`config.mk`:
```
export PLATFORM = sky130hd
export DESIGN_NAME = control_unit_top
export DESIGN_NICKNAME = d
export VERILOG_FILES = /design/src/logic/cu_pkg.sv /design/src/logic/instr_register.sv /design/src/logic/cu_counter.sv /design/src/logic/micro_rom.sv /design/src/logic/status_flags.sv /design/src/logic/control_unit_top.sv
export SDC_FILE = /design/constraint.sdc
export NUM_CORES = 1
export LEC_CHECK = 0
export ABC_AREA = 1
export BUFFER_PORTS_ARGS = -buffer_cell sky130_fd_sc_hd__buf_2
export CORE_MARGIN = 10
export CORE_UTILIZATION = 59
export CTS_CLUSTER_SIZE = 25
export DETAILED_ROUTE_END_ITERATION = 12
export PLACE_DENSITY = 0.86
export SYNTH_ARGS = -nofsm -noshare
export SYNTH_HDL_FRONTEND = slang
export SYNTH_HIERARCHICAL = 1
export SYNTH_SLANG_ARGS = --single-unit
```
`constraint.sdc`:
```
create_clock -name clk -period 8.7 [get_ports clk]
set_clock_uncertainty 0.2 [all_clocks]
set_input_delay 1.74 -clock clk [delete_from_list [all_inputs] [get_ports clk]]
set_output_delay 1.74 -clock clk [all_outputs]
set_load 0.05 [all_outputs]
```
`src/logic/cu_pkg.sv`:
```
package cu_pkg;

    // fixed by the instruction format
    localparam int opcode_bits = 4;
    localparam int state_bits  = 6;
    localparam int instr_bits  = 16;

    // common fetch sequence
    localparam logic [state_bits-1:0] st_fetch1  = 6'd0;
    localparam logic [state_bits-1:0] st_fetch2  = 6'd1;
    localparam logic [state_bits-1:0] st_fetch3  = 6'd2;

    // first state of each execute routine
    localparam logic [state_bits-1:0] st_nop     = 6'd3;
    localparam logic [state_bits-1:0] st_mov     = 6'd4;
    localparam logic [state_bits-1:0] st_alt_mov = 6'd5;
    localparam logic [state_bits-1:0] st_ldr     = 6'd7;
    localparam logic [state_bits-1:0] st_alt_ldr = 6'd9;
    localparam logic [state_bits-1:0] st_str     = 6'd13;
    localparam logic [state_bits-1:0] st_alt_str = 6'd17;
    localparam logic [state_bits-1:0] st_cmp     = 6'd21;
    localparam logic [state_bits-1:0] st_b       = 6'd22;
    localparam logic [state_bits-1:0] st_bgt     = 6'd23;
    localparam logic [state_bits-1:0] st_blt     = 6'd24;
    localparam logic [state_bits-1:0] st_beq     = 6'd25;
    localparam logic [state_bits-1:0] st_add     = 6'd26;
    localparam logic [state_bits-1:0] st_sub     = 6'd28;
    localparam logic [state_bits-1:0] st_mul     = 6'd30;
    localparam logic [state_bits-1:0] st_lsr     = 6'd32;
    localparam logic [state_bits-1:0] st_and     = 6'd34;
    localparam logic [state_bits-1:0] st_or      = 6'd36;
    localparam logic [state_bits-1:0] st_mvn     = 6'd38;

    // opcode numbers
    localparam logic [opcode_bits-1:0] op_nop = 4'd0;
    localparam logic [opcode_bits-1:0] op_mov = 4'd1;
    localparam logic [opcode_bits-1:0] op_ldr = 4'd2;
    localparam logic [opcode_bits-1:0] op_str = 4'd3;
    localparam logic [opcode_bits-1:0] op_cmp = 4'd4;
    localparam logic [opcode_bits-1:0] op_b   = 4'd5;
    localparam logic [opcode_bits-1:0] op_bgt = 4'd6;
    localparam logic [opcode_bits-1:0] op_blt = 4'd7;
    localparam logic [opcode_bits-1:0] op_beq = 4'd8;
    localparam logic [opcode_bits-1:0] op_add = 4'd9;
    localparam logic [opcode_bits-1:0] op_sub = 4'd10;
    localparam logic [opcode_bits-1:0] op_mul = 4'd11;
    localparam logic [opcode_bits-1:0] op_lsr = 4'd12;
    localparam logic [opcode_bits-1:0] op_and = 4'd13;
    localparam logic [opcode_bits-1:0] op_or  = 4'd14;
    localparam logic [opcode_bits-1:0] op_mvn = 4'd15;

    typedef enum logic [2:0] {
        cond_none,
        cond_always,
        cond_gt,
        cond_lt,
        cond_eq
    } cond_t;

    // ALU function code, same number as the ALU opcode
    typedef logic [opcode_bits-1:0] alu_op_t;

    typedef struct packed {
        logic [opcode_bits-1:0] opcode;
        logic [1:0]             rsel;
        logic [1:0]             rd;
        logic [1:0]             rs;
        logic [1:0]             rt;
        logic [3:0]             pad;
    } reg_form_t;

    typedef struct packed {
        logic [opcode_bits-1:0] opcode;
        logic [1:0]             rsel;
        logic [1:0]             rd;
        logic [7:0]             imm;
    } imm_form_t;

    // same 16 bits, two views
    typedef union packed {
        reg_form_t reg_form;
        imm_form_t imm_form;
    } instr_t;

endpackage

```
`src/logic/instr_register.sv`:
```
module instr_register
    import cu_pkg::*;
(
    input  logic                   clk,
    input  logic                   rst,
    input  logic                   ir_load,
    input  logic [instr_bits-1:0]  mem_rdata,
    output logic [opcode_bits-1:0] opcode,
    output logic [1:0]             rsel,
    output logic [1:0]             rd,
    output logic [1:0]             rs,
    output logic [1:0]             rt,
    output logic [7:0]             imm
);

    // fetched instruction word
    instr_t ir;

    // loads on the edge that ends fetch2
    always_ff @(posedge clk) begin
        if (rst) begin
            ir <= '0;
        end else if (ir_load) begin
            ir <= instr_t'(mem_rdata);
        end
    end

    // header fields sit at the same place in both forms
    always_comb begin
        opcode = ir.reg_form.opcode;
        rsel   = ir.reg_form.rsel;
        rd     = ir.reg_form.rd;
    end

    // register form
    // source and second source register
    always_comb begin
        rs = ir.reg_form.rs;
        rt = ir.reg_form.rt;
    end

    // immediate form
    // low byte of the word, overlaps rs, rt and pad
    always_comb begin
        imm = ir.imm_form.imm;
    end

endmodule

```
`src/logic/cu_counter.sv`:
```
module cu_counter
    import cu_pkg::*;
(
    input  logic                   clk,
    input  logic                   rst,
    input  logic [opcode_bits-1:0] opcode,
    input  logic [1:0]             sel_bits,
    input  logic                   load,
    input  logic                   inc,
    input  logic                   clr,
    output logic [state_bits-1:0]  q
);

    // opcode of the routine being run
    logic [opcode_bits-1:0] opcode_reg;
    // dispatch target for the incoming opcode
    logic [state_bits-1:0]  start_state;
    // last state belonging to the running opcode
    logic [state_bits-1:0]  last_state;

    // opcode to start state
    // sel bit 0 picks the alternate mov / ldr / str routine
    always_comb begin
        case (opcode)
            op_nop: start_state = st_nop;
            op_mov: start_state = sel_bits[0] ? st_alt_mov : st_mov;
            op_ldr: start_state = sel_bits[0] ? st_alt_ldr : st_ldr;
            op_str: start_state = sel_bits[0] ? st_alt_str : st_str;
            op_cmp: start_state = st_cmp;
            op_b:   start_state = st_b;
            op_bgt: start_state = st_bgt;
            op_blt: start_state = st_blt;
            op_beq: start_state = st_beq;
            op_add: start_state = st_add;
            op_sub: start_state = st_sub;
            op_mul: start_state = st_mul;
            op_lsr: start_state = st_lsr;
            op_and: start_state = st_and;
            op_or:  start_state = st_or;
            default: start_state = st_mvn;
        endcase
    end

    // upper end of each opcode's block of states
    // both forms of mov, ldr, str share one block
    always_comb begin
        case (opcode_reg)
            op_nop: last_state = st_nop;
            op_mov: last_state = st_alt_mov + 6'd1;
            op_ldr: last_state = st_alt_ldr + 6'd3;
            op_str: last_state = st_alt_str + 6'd3;
            op_cmp: last_state = st_cmp;
            op_b:   last_state = st_b;
            op_bgt: last_state = st_bgt;
            op_blt: last_state = st_blt;
            op_beq: last_state = st_beq;
            op_add: last_state = st_add + 6'd1;
            op_sub: last_state = st_sub + 6'd1;
            op_mul: last_state = st_mul + 6'd1;
            op_lsr: last_state = st_lsr + 6'd1;
            op_and: last_state = st_and + 6'd1;
            op_or:  last_state = st_or + 6'd1;
            default: last_state = st_mvn + 6'd1;
        endcase
    end

    always_ff @(posedge clk) begin
        if (rst) begin
            q          <= st_fetch1;
            opcode_reg <= op_nop;
        end else if (clr) begin
            // end of routine, back to fetch
            q          <= st_fetch1;
            opcode_reg <= op_nop;
        end else begin
            case ({load, inc})
                2'b10: begin
                    q          <= start_state;
                    opcode_reg <= opcode;
                end
                2'b01: begin
                    // never step out of the opcode's own block
                    // fetch states lie below every block so they always step
                    if (q == last_state) begin
                        q <= st_fetch1;
                    end else begin
                        q <= q + 6'd1;
                    end
                end
                // both or neither: hold
                default: begin
                    q <= q;
                end
            endcase
        end
    end

endmodule

```
`src/logic/micro_rom.sv`:
```
module micro_rom
    import cu_pkg::*;
(
    input  logic [state_bits-1:0]  state,
    input  logic [opcode_bits-1:0] opcode,
    output logic                   dispatch,
    output logic                   inc,
    output logic                   seq_end,
    output logic                   ir_load,
    output logic                   mar_load,
    output logic                   mar_src_pc,
    output logic                   mem_read,
    output logic                   mem_write,
    output logic                   mdr_load,
    output logic                   reg_write,
    output logic                   alu_src_imm,
    output alu_op_t                alu_op,
    output logic                   pc_inc,
    output logic                   flags_load,
    output cond_t                  branch_cond
);

    always_comb begin
        // all strobes idle unless the state asks
        dispatch    = 1'b0;
        seq_end     = 1'b0;
        ir_load     = 1'b0;
        mar_load    = 1'b0;
        mar_src_pc  = 1'b0;
        mem_read    = 1'b0;
        mem_write   = 1'b0;
        mdr_load    = 1'b0;
        reg_write   = 1'b0;
        alu_src_imm = 1'b0;
        alu_op      = '0;
        pc_inc      = 1'b0;
        flags_load  = 1'b0;
        branch_cond = cond_none;

        case (state)
            // fetch: pc to mar, read word into ir, decode
            st_fetch1: begin
                mar_load   = 1'b1;
                mar_src_pc = 1'b1;
            end
            st_fetch2: begin
                mem_read = 1'b1;
                ir_load  = 1'b1;
                pc_inc   = 1'b1;
            end
            st_fetch3: begin
                dispatch = 1'b1;
            end

            st_nop: begin
                seq_end = 1'b1;
            end

            // register move
            st_mov: begin
                reg_write = 1'b1;
                seq_end   = 1'b1;
            end
            // immediate move, one extra cycle through the alu
            st_alt_mov: begin
                alu_src_imm = 1'b1;
            end
            st_alt_mov + 6'd1: begin
                reg_write   = 1'b1;
                alu_src_imm = 1'b1;
                seq_end     = 1'b1;
            end

            // load, address from register
            st_ldr: begin
                mar_load = 1'b1;
            end
            st_ldr + 6'd1: begin
                mem_read  = 1'b1;
                reg_write = 1'b1;
                seq_end   = 1'b1;
            end
            // load, address from immediate, data goes through mdr
            st_alt_ldr: begin
                mar_load    = 1'b1;
                alu_src_imm = 1'b1;
            end
            st_alt_ldr + 6'd1: begin
                mem_read = 1'b1;
            end
            st_alt_ldr + 6'd2: begin
                mdr_load = 1'b1;
            end
            st_alt_ldr + 6'd3: begin
                reg_write = 1'b1;
                seq_end   = 1'b1;
            end

            // store, two address forms then a shared tail
            st_str: begin
                mar_load = 1'b1;
            end
            st_alt_str: begin
                mar_load    = 1'b1;
                alu_src_imm = 1'b1;
            end
            st_str + 6'd1, st_alt_str + 6'd1: begin
                mdr_load = 1'b1;
            end
            st_str + 6'd2, st_alt_str + 6'd2: begin
                mem_write = 1'b1;
            end
            st_str + 6'd3, st_alt_str + 6'd3: begin
                seq_end = 1'b1;
            end

            st_cmp: begin
                flags_load = 1'b1;
                seq_end    = 1'b1;
            end

            // branches, taken or not decided in status_flags
            st_b: begin
                branch_cond = cond_always;
                seq_end     = 1'b1;
            end
            st_bgt: begin
                branch_cond = cond_gt;
                seq_end     = 1'b1;
            end
            st_blt: begin
                branch_cond = cond_lt;
                seq_end     = 1'b1;
            end
            st_beq: begin
                branch_cond = cond_eq;
                seq_end     = 1'b1;
            end

            // alu ops: operate, then write back
            st_add, st_sub, st_mul, st_lsr, st_and, st_or, st_mvn: begin
                alu_op = opcode;
            end
            st_add + 6'd1, st_sub + 6'd1, st_mul + 6'd1, st_lsr + 6'd1,
            st_and + 6'd1, st_or + 6'd1, st_mvn + 6'd1: begin
                alu_op    = opcode;
                reg_write = 1'b1;
                seq_end   = 1'b1;
            end

            // unused states 40..63 fall back to fetch
            default: begin
                seq_end = 1'b1;
            end
        endcase

        // step unless dispatching or finishing
        inc = !(dispatch || seq_end);
    end

endmodule

```
`src/logic/status_flags.sv`:
```
module status_flags
    import cu_pkg::*;
(
    input  logic  clk,
    input  logic  rst,
    input  logic  flags_load,
    input  logic  alu_gt,
    input  logic  alu_lt,
    input  logic  alu_eq,
    input  cond_t branch_cond,
    output logic  pc_load,
    output logic  flag_gt,
    output logic  flag_lt,
    output logic  flag_eq
);

    // comparison result of the last cmp
    always_ff @(posedge clk) begin
        if (rst) begin
            flag_gt <= 1'b0;
            flag_lt <= 1'b0;
            flag_eq <= 1'b0;
        end else if (flags_load) begin
            flag_gt <= alu_gt;
            flag_lt <= alu_lt;
            flag_eq <= alu_eq;
        end
    end

    // branch decision from stored flags only
    always_comb begin
        case (branch_cond)
            cond_always: pc_load = 1'b1;
            cond_gt:     pc_load = flag_gt;
            cond_lt:     pc_load = flag_lt;
            cond_eq:     pc_load = flag_eq;
            default:     pc_load = 1'b0;
        endcase
    end

endmodule

```
`src/logic/control_unit_top.sv`:
```
module control_unit_top
    import cu_pkg::*;
(
    input  logic                   clk,
    input  logic                   rst,
    input  logic [instr_bits-1:0]  mem_rdata,
    input  logic                   alu_gt,
    input  logic                   alu_lt,
    input  logic                   alu_eq,
    output logic [state_bits-1:0]  state,
    output logic [1:0]             rd,
    output logic [1:0]             rs,
    output logic [1:0]             rt,
    output logic [7:0]             imm,
    output logic                   mar_load,
    output logic                   mar_src_pc,
    output logic                   mem_read,
    output logic                   mem_write,
    output logic                   mdr_load,
    output logic                   reg_write,
    output logic                   alu_src_imm,
    output logic [opcode_bits-1:0] alu_op,
    output logic                   pc_inc,
    output logic                   pc_load,
    output logic                   flag_gt,
    output logic                   flag_lt,
    output logic                   flag_eq
);

    // ir to counter and rom
    logic [opcode_bits-1:0] opcode;
    logic [1:0]             rsel;
    // rom to counter
    logic                   dispatch;
    logic                   inc;
    logic                   seq_end;
    // rom to ir and flags
    logic                   ir_load;
    logic                   flags_load;
    cond_t                  branch_cond;

    instr_register ir_i (
        .clk       (clk),
        .rst       (rst),
        .ir_load   (ir_load),
        .mem_rdata (mem_rdata),
        .opcode    (opcode),
        .rsel      (rsel),
        .rd        (rd),
        .rs        (rs),
        .rt        (rt),
        .imm       (imm)
    );

    cu_counter counter_i (
        .clk      (clk),
        .rst      (rst),
        .opcode   (opcode),
        .sel_bits (rsel),
        .load     (dispatch),
        .inc      (inc),
        .clr      (seq_end),
        .q        (state)
    );

    micro_rom rom_i (
        .state       (state),
        .opcode      (opcode),
        .dispatch    (dispatch),
        .inc         (inc),
        .seq_end     (seq_end),
        .ir_load     (ir_load),
        .mar_load    (mar_load),
        .mar_src_pc  (mar_src_pc),
        .mem_read    (mem_read),
        .mem_write   (mem_write),
        .mdr_load    (mdr_load),
        .reg_write   (reg_write),
        .alu_src_imm (alu_src_imm),
        .alu_op      (alu_op),
        .pc_inc      (pc_inc),
        .flags_load  (flags_load),
        .branch_cond (branch_cond)
    );

    status_flags flags_i (
        .clk         (clk),
        .rst         (rst),
        .flags_load  (flags_load),
        .alu_gt      (alu_gt),
        .alu_lt      (alu_lt),
        .alu_eq      (alu_eq),
        .branch_cond (branch_cond),
        .pc_load     (pc_load),
        .flag_gt     (flag_gt),
        .flag_lt     (flag_lt),
        .flag_eq     (flag_eq)
    );

endmodule

```
---- Yosys cells after proc, flatten, opt, wreduce, memory -nomap -nowiden ----
Memories as Yosys holds them, arrays and structs flattened. A register that Yosys moved wholly into a read port is not among the register bits.
Index checks and enable logic that the tools add are counted.
storage, ports and cells
  register bits ........................... 29
  bits in latches ......................... 0
  bits in writable memories ............... 0
  memory bits (read-only) ................. 96
  output and inout bits ................... 36
  logic and storage cells ................. 102
  memories ................................ 1
memory list
  name             depth  bits a word  read ports  clocked after Yosys merged registers in  wr ports  RTL line          source
  (no name shown)  16     6            1           1                                        0         cu_counter.sv:47  case (opcode_reg)
operators by class
  add/sub/neg operators ................... 1
  multiply operators ...................... 0
  divide/modulo/power cells ............... 0
  magnitude comparators ................... 0
  equality and inequality tests ........... 57
  shift operators ......................... 0
  mux-type cells .......................... 22
  bitwise operators ....................... 1
  reductions and logical operators ........ 14
operators with widths
  operator                                                               count
  6-bit case mux with 15 select lines                                    1
  6-bit by 5-bit equality test with 1-bit output, second input constant  14
  6-bit by 4-bit equality test with 1-bit output, second input constant  8
  6-bit equality test, second input constant                             8
  4-bit equality test, second input constant                             7
  6-bit by 3-bit equality test with 1-bit output, second input constant  4
  21-bit OR reduction                                                    1
  4-bit by 3-bit equality test with 1-bit output, second input constant  4
  4-bit two-way mux                                                      4
  14-bit OR reduction                                                    1
  1-bit two-way mux                                                      12
  3-bit case mux with 4 select lines                                     1
  6-bit case mux with 2 select lines                                     1
  11-bit OR reduction                                                    1
  4-bit by 2-bit equality test with 1-bit output, second input constant  2
  6-bit by 1-bit adder with 6-bit output, second input constant          1
  3-bit by 2-bit equality test with 1-bit output, second input constant  2
  6-bit by 1-bit equality test with 1-bit output, second input constant  1
  6-bit by 2-bit equality test with 1-bit output, second input constant  1
  6-bit equality test                                                    1
  6-bit zero test                                                        1
  6-bit two-way mux                                                      1
  3-bit OR reduction                                                     2
  5-bit two-way mux                                                      1
  14 further kinds                                                       15

---- Longest topological paths before layout ----
  depth in word-level cells ............... 8
  depth in mapped cells ................... 19
  depth with buffers taken out ............ 19

---- Cells and area by module ----
Netlist, hierarchy kept.
modules (own cells, without submodules)
  module          instances  cells an instance  area each (um^2)  sequential area each (um^2)
  cu_counter      1          180                1152.4            320.3
  instr_register  1          105                700.7             320.3
  micro_rom       1          103                489.2             0.0
  status_flags    1          23                 142.6             60.1

---- Least setup slack after synthesis ----
OpenSTA, ideal clock, no wires.
  path kind ............................... flip-flop to output port
  start point ............................. reg counter_i.q[3]
  end point ............................... out mem_read
  data arrival time ....................... 2.337 ns
  data required time ...................... 6.760 ns
  path slack .............................. 4.423 ns
  cell stages (with the launch flop) ...... 5
  path through ............................ dfxtp_1 inv_1 nor2_1 nand2_1 o21ai_0
on the way
  word-level cells in the longest chain between the ends .. 3
ends and longest elaborated chain
  item                                                                                                              RTL line                source
  start: declaration                                                                                                cu_counter.sv:11        output logic [state_bits-1:0] q
  start signal: assignment                                                                                          cu_counter.sv:69        q <= st_fetch1;
  start signal: assignment                                                                                          cu_counter.sv:73        q <= st_fetch1;
  start signal: assignment                                                                                          cu_counter.sv:78        q <= start_state;
  6-bit by 4-bit equality test with 1-bit output or 6-bit by 1-bit equality test with 1-bit output (tied branches)  micro_rom.sv:40         case (state)
  3-bit OR reduction (no source line) (*)                                                                           n/a
  1-bit two-way mux (*)                                                                                             micro_rom.sv:40
  end: declaration                                                                                                  control_unit_top.sv:17  output logic mem_read,
Mark *: on every way between the ends. The rest lies on a longest branch, timed or not.

---- Worst setup path in the final report ----
  start point ............................. reg counter_i.q[4]
  end point ............................... out pc_inc
on the way
  word-level cells in the longest chain between the ends .. 2
ends and longest elaborated chain
  item                                            RTL line                source
  6-bit by 1-bit equality test with 1-bit output  micro_rom.sv:40
  1-bit two-way mux                               micro_rom.sv:40
  end: declaration                                control_unit_top.sv:23  output logic pc_inc,
No other way between the ends.

==> flow_summary.ini <==
[power]
ir_drop_uv = 183.2
power_leakage_nw = 1.478
power_density_nw_per_um2 = 304.9

[global_routing]
use_met1 = 0.1848
grt_pass1_wl_um = 10230
grtUsageMet3 = 0.04348
grt_overflow_total = 0
antenna_found_initial = 0
grt_pass1_vias = 2336
grt_max_degree = 32
grt.busiest_layer = met2
use_met2 = 0.3015
grt_use_total = 0.1668

[synthesis]
syn_area_um2 = 2446
syn_nets = 434
yosysWarningCount = 6
syn_avg_cell_area_um2 = 6.040
syn_inst = 405

[die]
core-area_um2 = 4000
die_area_um2 = 7122
ios = 57
die_w_um = 84.39
die_h_um = 84.39
row_count = 23
start_util = 0.6115

[timing]
fmax_mhz = 223.7
worst_pin_slew_ns = 0.8440
setup_viol = 0
slew_violations = 0
max-slew-margin-rel = 0.4367
finalCriticalPeriod_ns = 4.471
rsz0062_at_grt = false
setup_tns_ns = 0
fin_ws_ns = 4.229
hold_viol_final = 0
period_share = 0.5139

[worst_setup_path]
arrival_ns = 2.53
rr_startpoint = counter_i/q[4]
criticalPathCategory = reg -> out
worst_setup_path_start_kind = flop
cpMaxStageDelayCell = inv_1
worst_path_largest_cell_delay_ns = 0.67
path_delay_family = buffers and inverters
required_ns = 6.76
crit_cells = 4
r2r_cells = 16
cp_cell_sequence = nor2_1 > nand3_1 > inv_1 > buf_2
worstPathMaxFanout = 31
worst-path-buf-inv = 2
r2r_slack_ns = 5.06
worstSetupEndpointType = primary output
r2r-end = counter_i/last_state[1]

[cts]
cts_made_buffers = 5
cts_resized = 0
post-cts-setup-buffers = 0
h-tree-depth = 2
clock-sinks = 34
clk_latency_ns = 0.28
cts-root-buf = clkbuf_8
clockBufferDepth = 2
ctsHoldBuffers = 0
clk_pin_slew_ns = 0.07
cts_tree = done

[route]
routed_wl_um = 6096
drc = 0
firstDrtPassIters = 7
vias = 2589
via_per_inst = 5.117
ant_nets = 0
drt-initial-drc-count = 134
avgRoutedWirePerCell_um = 12.05

[cells_and_area]
nets = 484
diodes = 0
regMostFlops = ir_i/ir
area_growth_syn_to_layout_pct = 13.61
drive_gt1_frac = 0.2105
largest_reg_flops = 15

[run_status]
outcome = completed

[placed_design]
numPortBuffers = 55
dp_hpwl_um = 4762
place_ws_ns = 4.574
routabilityCongestion = 0.9745

[run]
drv_cap = 0

[hold_path]
hold_start = ir_i/ir[0]
holdPathEnd = ir_i/ir[0]
min_path_cells = 2
worstHoldPathType = reg -> reg
per-stage QoR:
| stage | hold slack (ns) | total power, mW | cell area, um2 | cells | utilization |
|---|---|---|---|---|---|
| after detailed placement | 0.2596 | 0.7275 | 2688 | 498 | 0.6719 |
| after CTS | 0.2693 | 0.8491 | 2779 | 506 | 0.6947 |
| final | 0.2683 | 0.8472 | 2779 | 506 | 0.6947 |
| after floorplan | 0.2564 | 0.6390 | 2446 | 405 | - |
| after global routing | 0.3023 | 0.9120 | 2779 | 506 | 0.6947 |
| after global placement | 0.2548 | 0.7146 | 2688 | 498 | 0.6719 |
cell usage in the layout (no fill, tap or decap):
cell type	instances
clkbuf_1	1
a21boi_1	4
nand3_1	30
o211ai_2	1
inv_4	1
ha_1	8
nor2_4	3
and2_1	1
o31ai_1	3
nor3_2	2
o21ai_1	4
a31oi_1	1
inv_1	54
nor3_4	1
nor3_1	8
xor2_1	2
a21oi_1	17
dfxtp_1	34
nand4_1	4
nand2_1	116
inv_2	10
nand2_2	2
nor2_1	61
buf_2	55
o21ai_0	11
clkbuf_8	6
clkinv_2	1
o21ai_2	2
o211ai_1	1
nor2_2	11
a21boi_2	1
layer usage:
| metal | part of all wire | vias to the layer above | wire [um] |
|---|---|---|---|
| met2 | 0.52 | 79 | 3161 |
| li1 | - | 1363 | - |
| met4 | 0.0082 | 0 | 50 |
| met5 | 0 | - | 0 |
| met1 | 0.41 | 1141 | 2509 |
| met3 | 0.062 | 6 | 375 |
cell type report:
| cell class | count | area, um2 |
|---|---|---|
| multi-input combinational | 294 | 1423 |
| clock buffer | 7 | 86.33 |
| tap | 50 | 62.56 |
| sequential | 34 | 680.7 |
| clock inverter | 1 | 5.005 |
| inverter | 65 | 246.5 |
| timing repair buffer | 55 | 275.3 |
| fill | 366 | 1221 |
worst reg2reg max path: stages, from the launching register on:
cell	delay, ns
dfxtp_1	0.38
nor2_1	0.57
nand3_1	0.21
nand2_1	0.11
nor2_1	0.04
nand2_1	0.06
nor2_1	0.06
a21oi_1	0.17
inv_1	0.07
ha_1	0.30
inv_1	0.14
nor2_1	0.07
nor3_1	0.46
inv_2	0.13
ha_1	0.33
o211ai_2	0.17
o21ai_2	0.06
report_power, final:
group | internal, mW | total [mW] | switching [mW]
clock | 0.0638 | 0.118 | 0.0541
combinational | 0.137 | 0.494 | 0.358
sequential | 0.191 | 0.235 | 0.0438
how the worst max path moves through the flow:
| stage | endpoint | slack [ns] | start |
|---|---|---|---|
| 3_5_place_dp | pc_inc | 4.57 | counter_i/q[4] |
| 3_3_place_gp | pc_inc | 4.56 | counter_i/q[4] |
| 2_1_floorplan | mem_read | 4.42 | counter_i/q[3] |
| 6_report | pc_inc | 4.23 | counter_i/q[4] |
| 4_1_cts | pc_inc | 4.26 | counter_i/q[4] |
| 5_1_grt | pc_inc | 4.04 | counter_i/q[4] |
No activity file was read; power rests on OpenSTA's default activity.
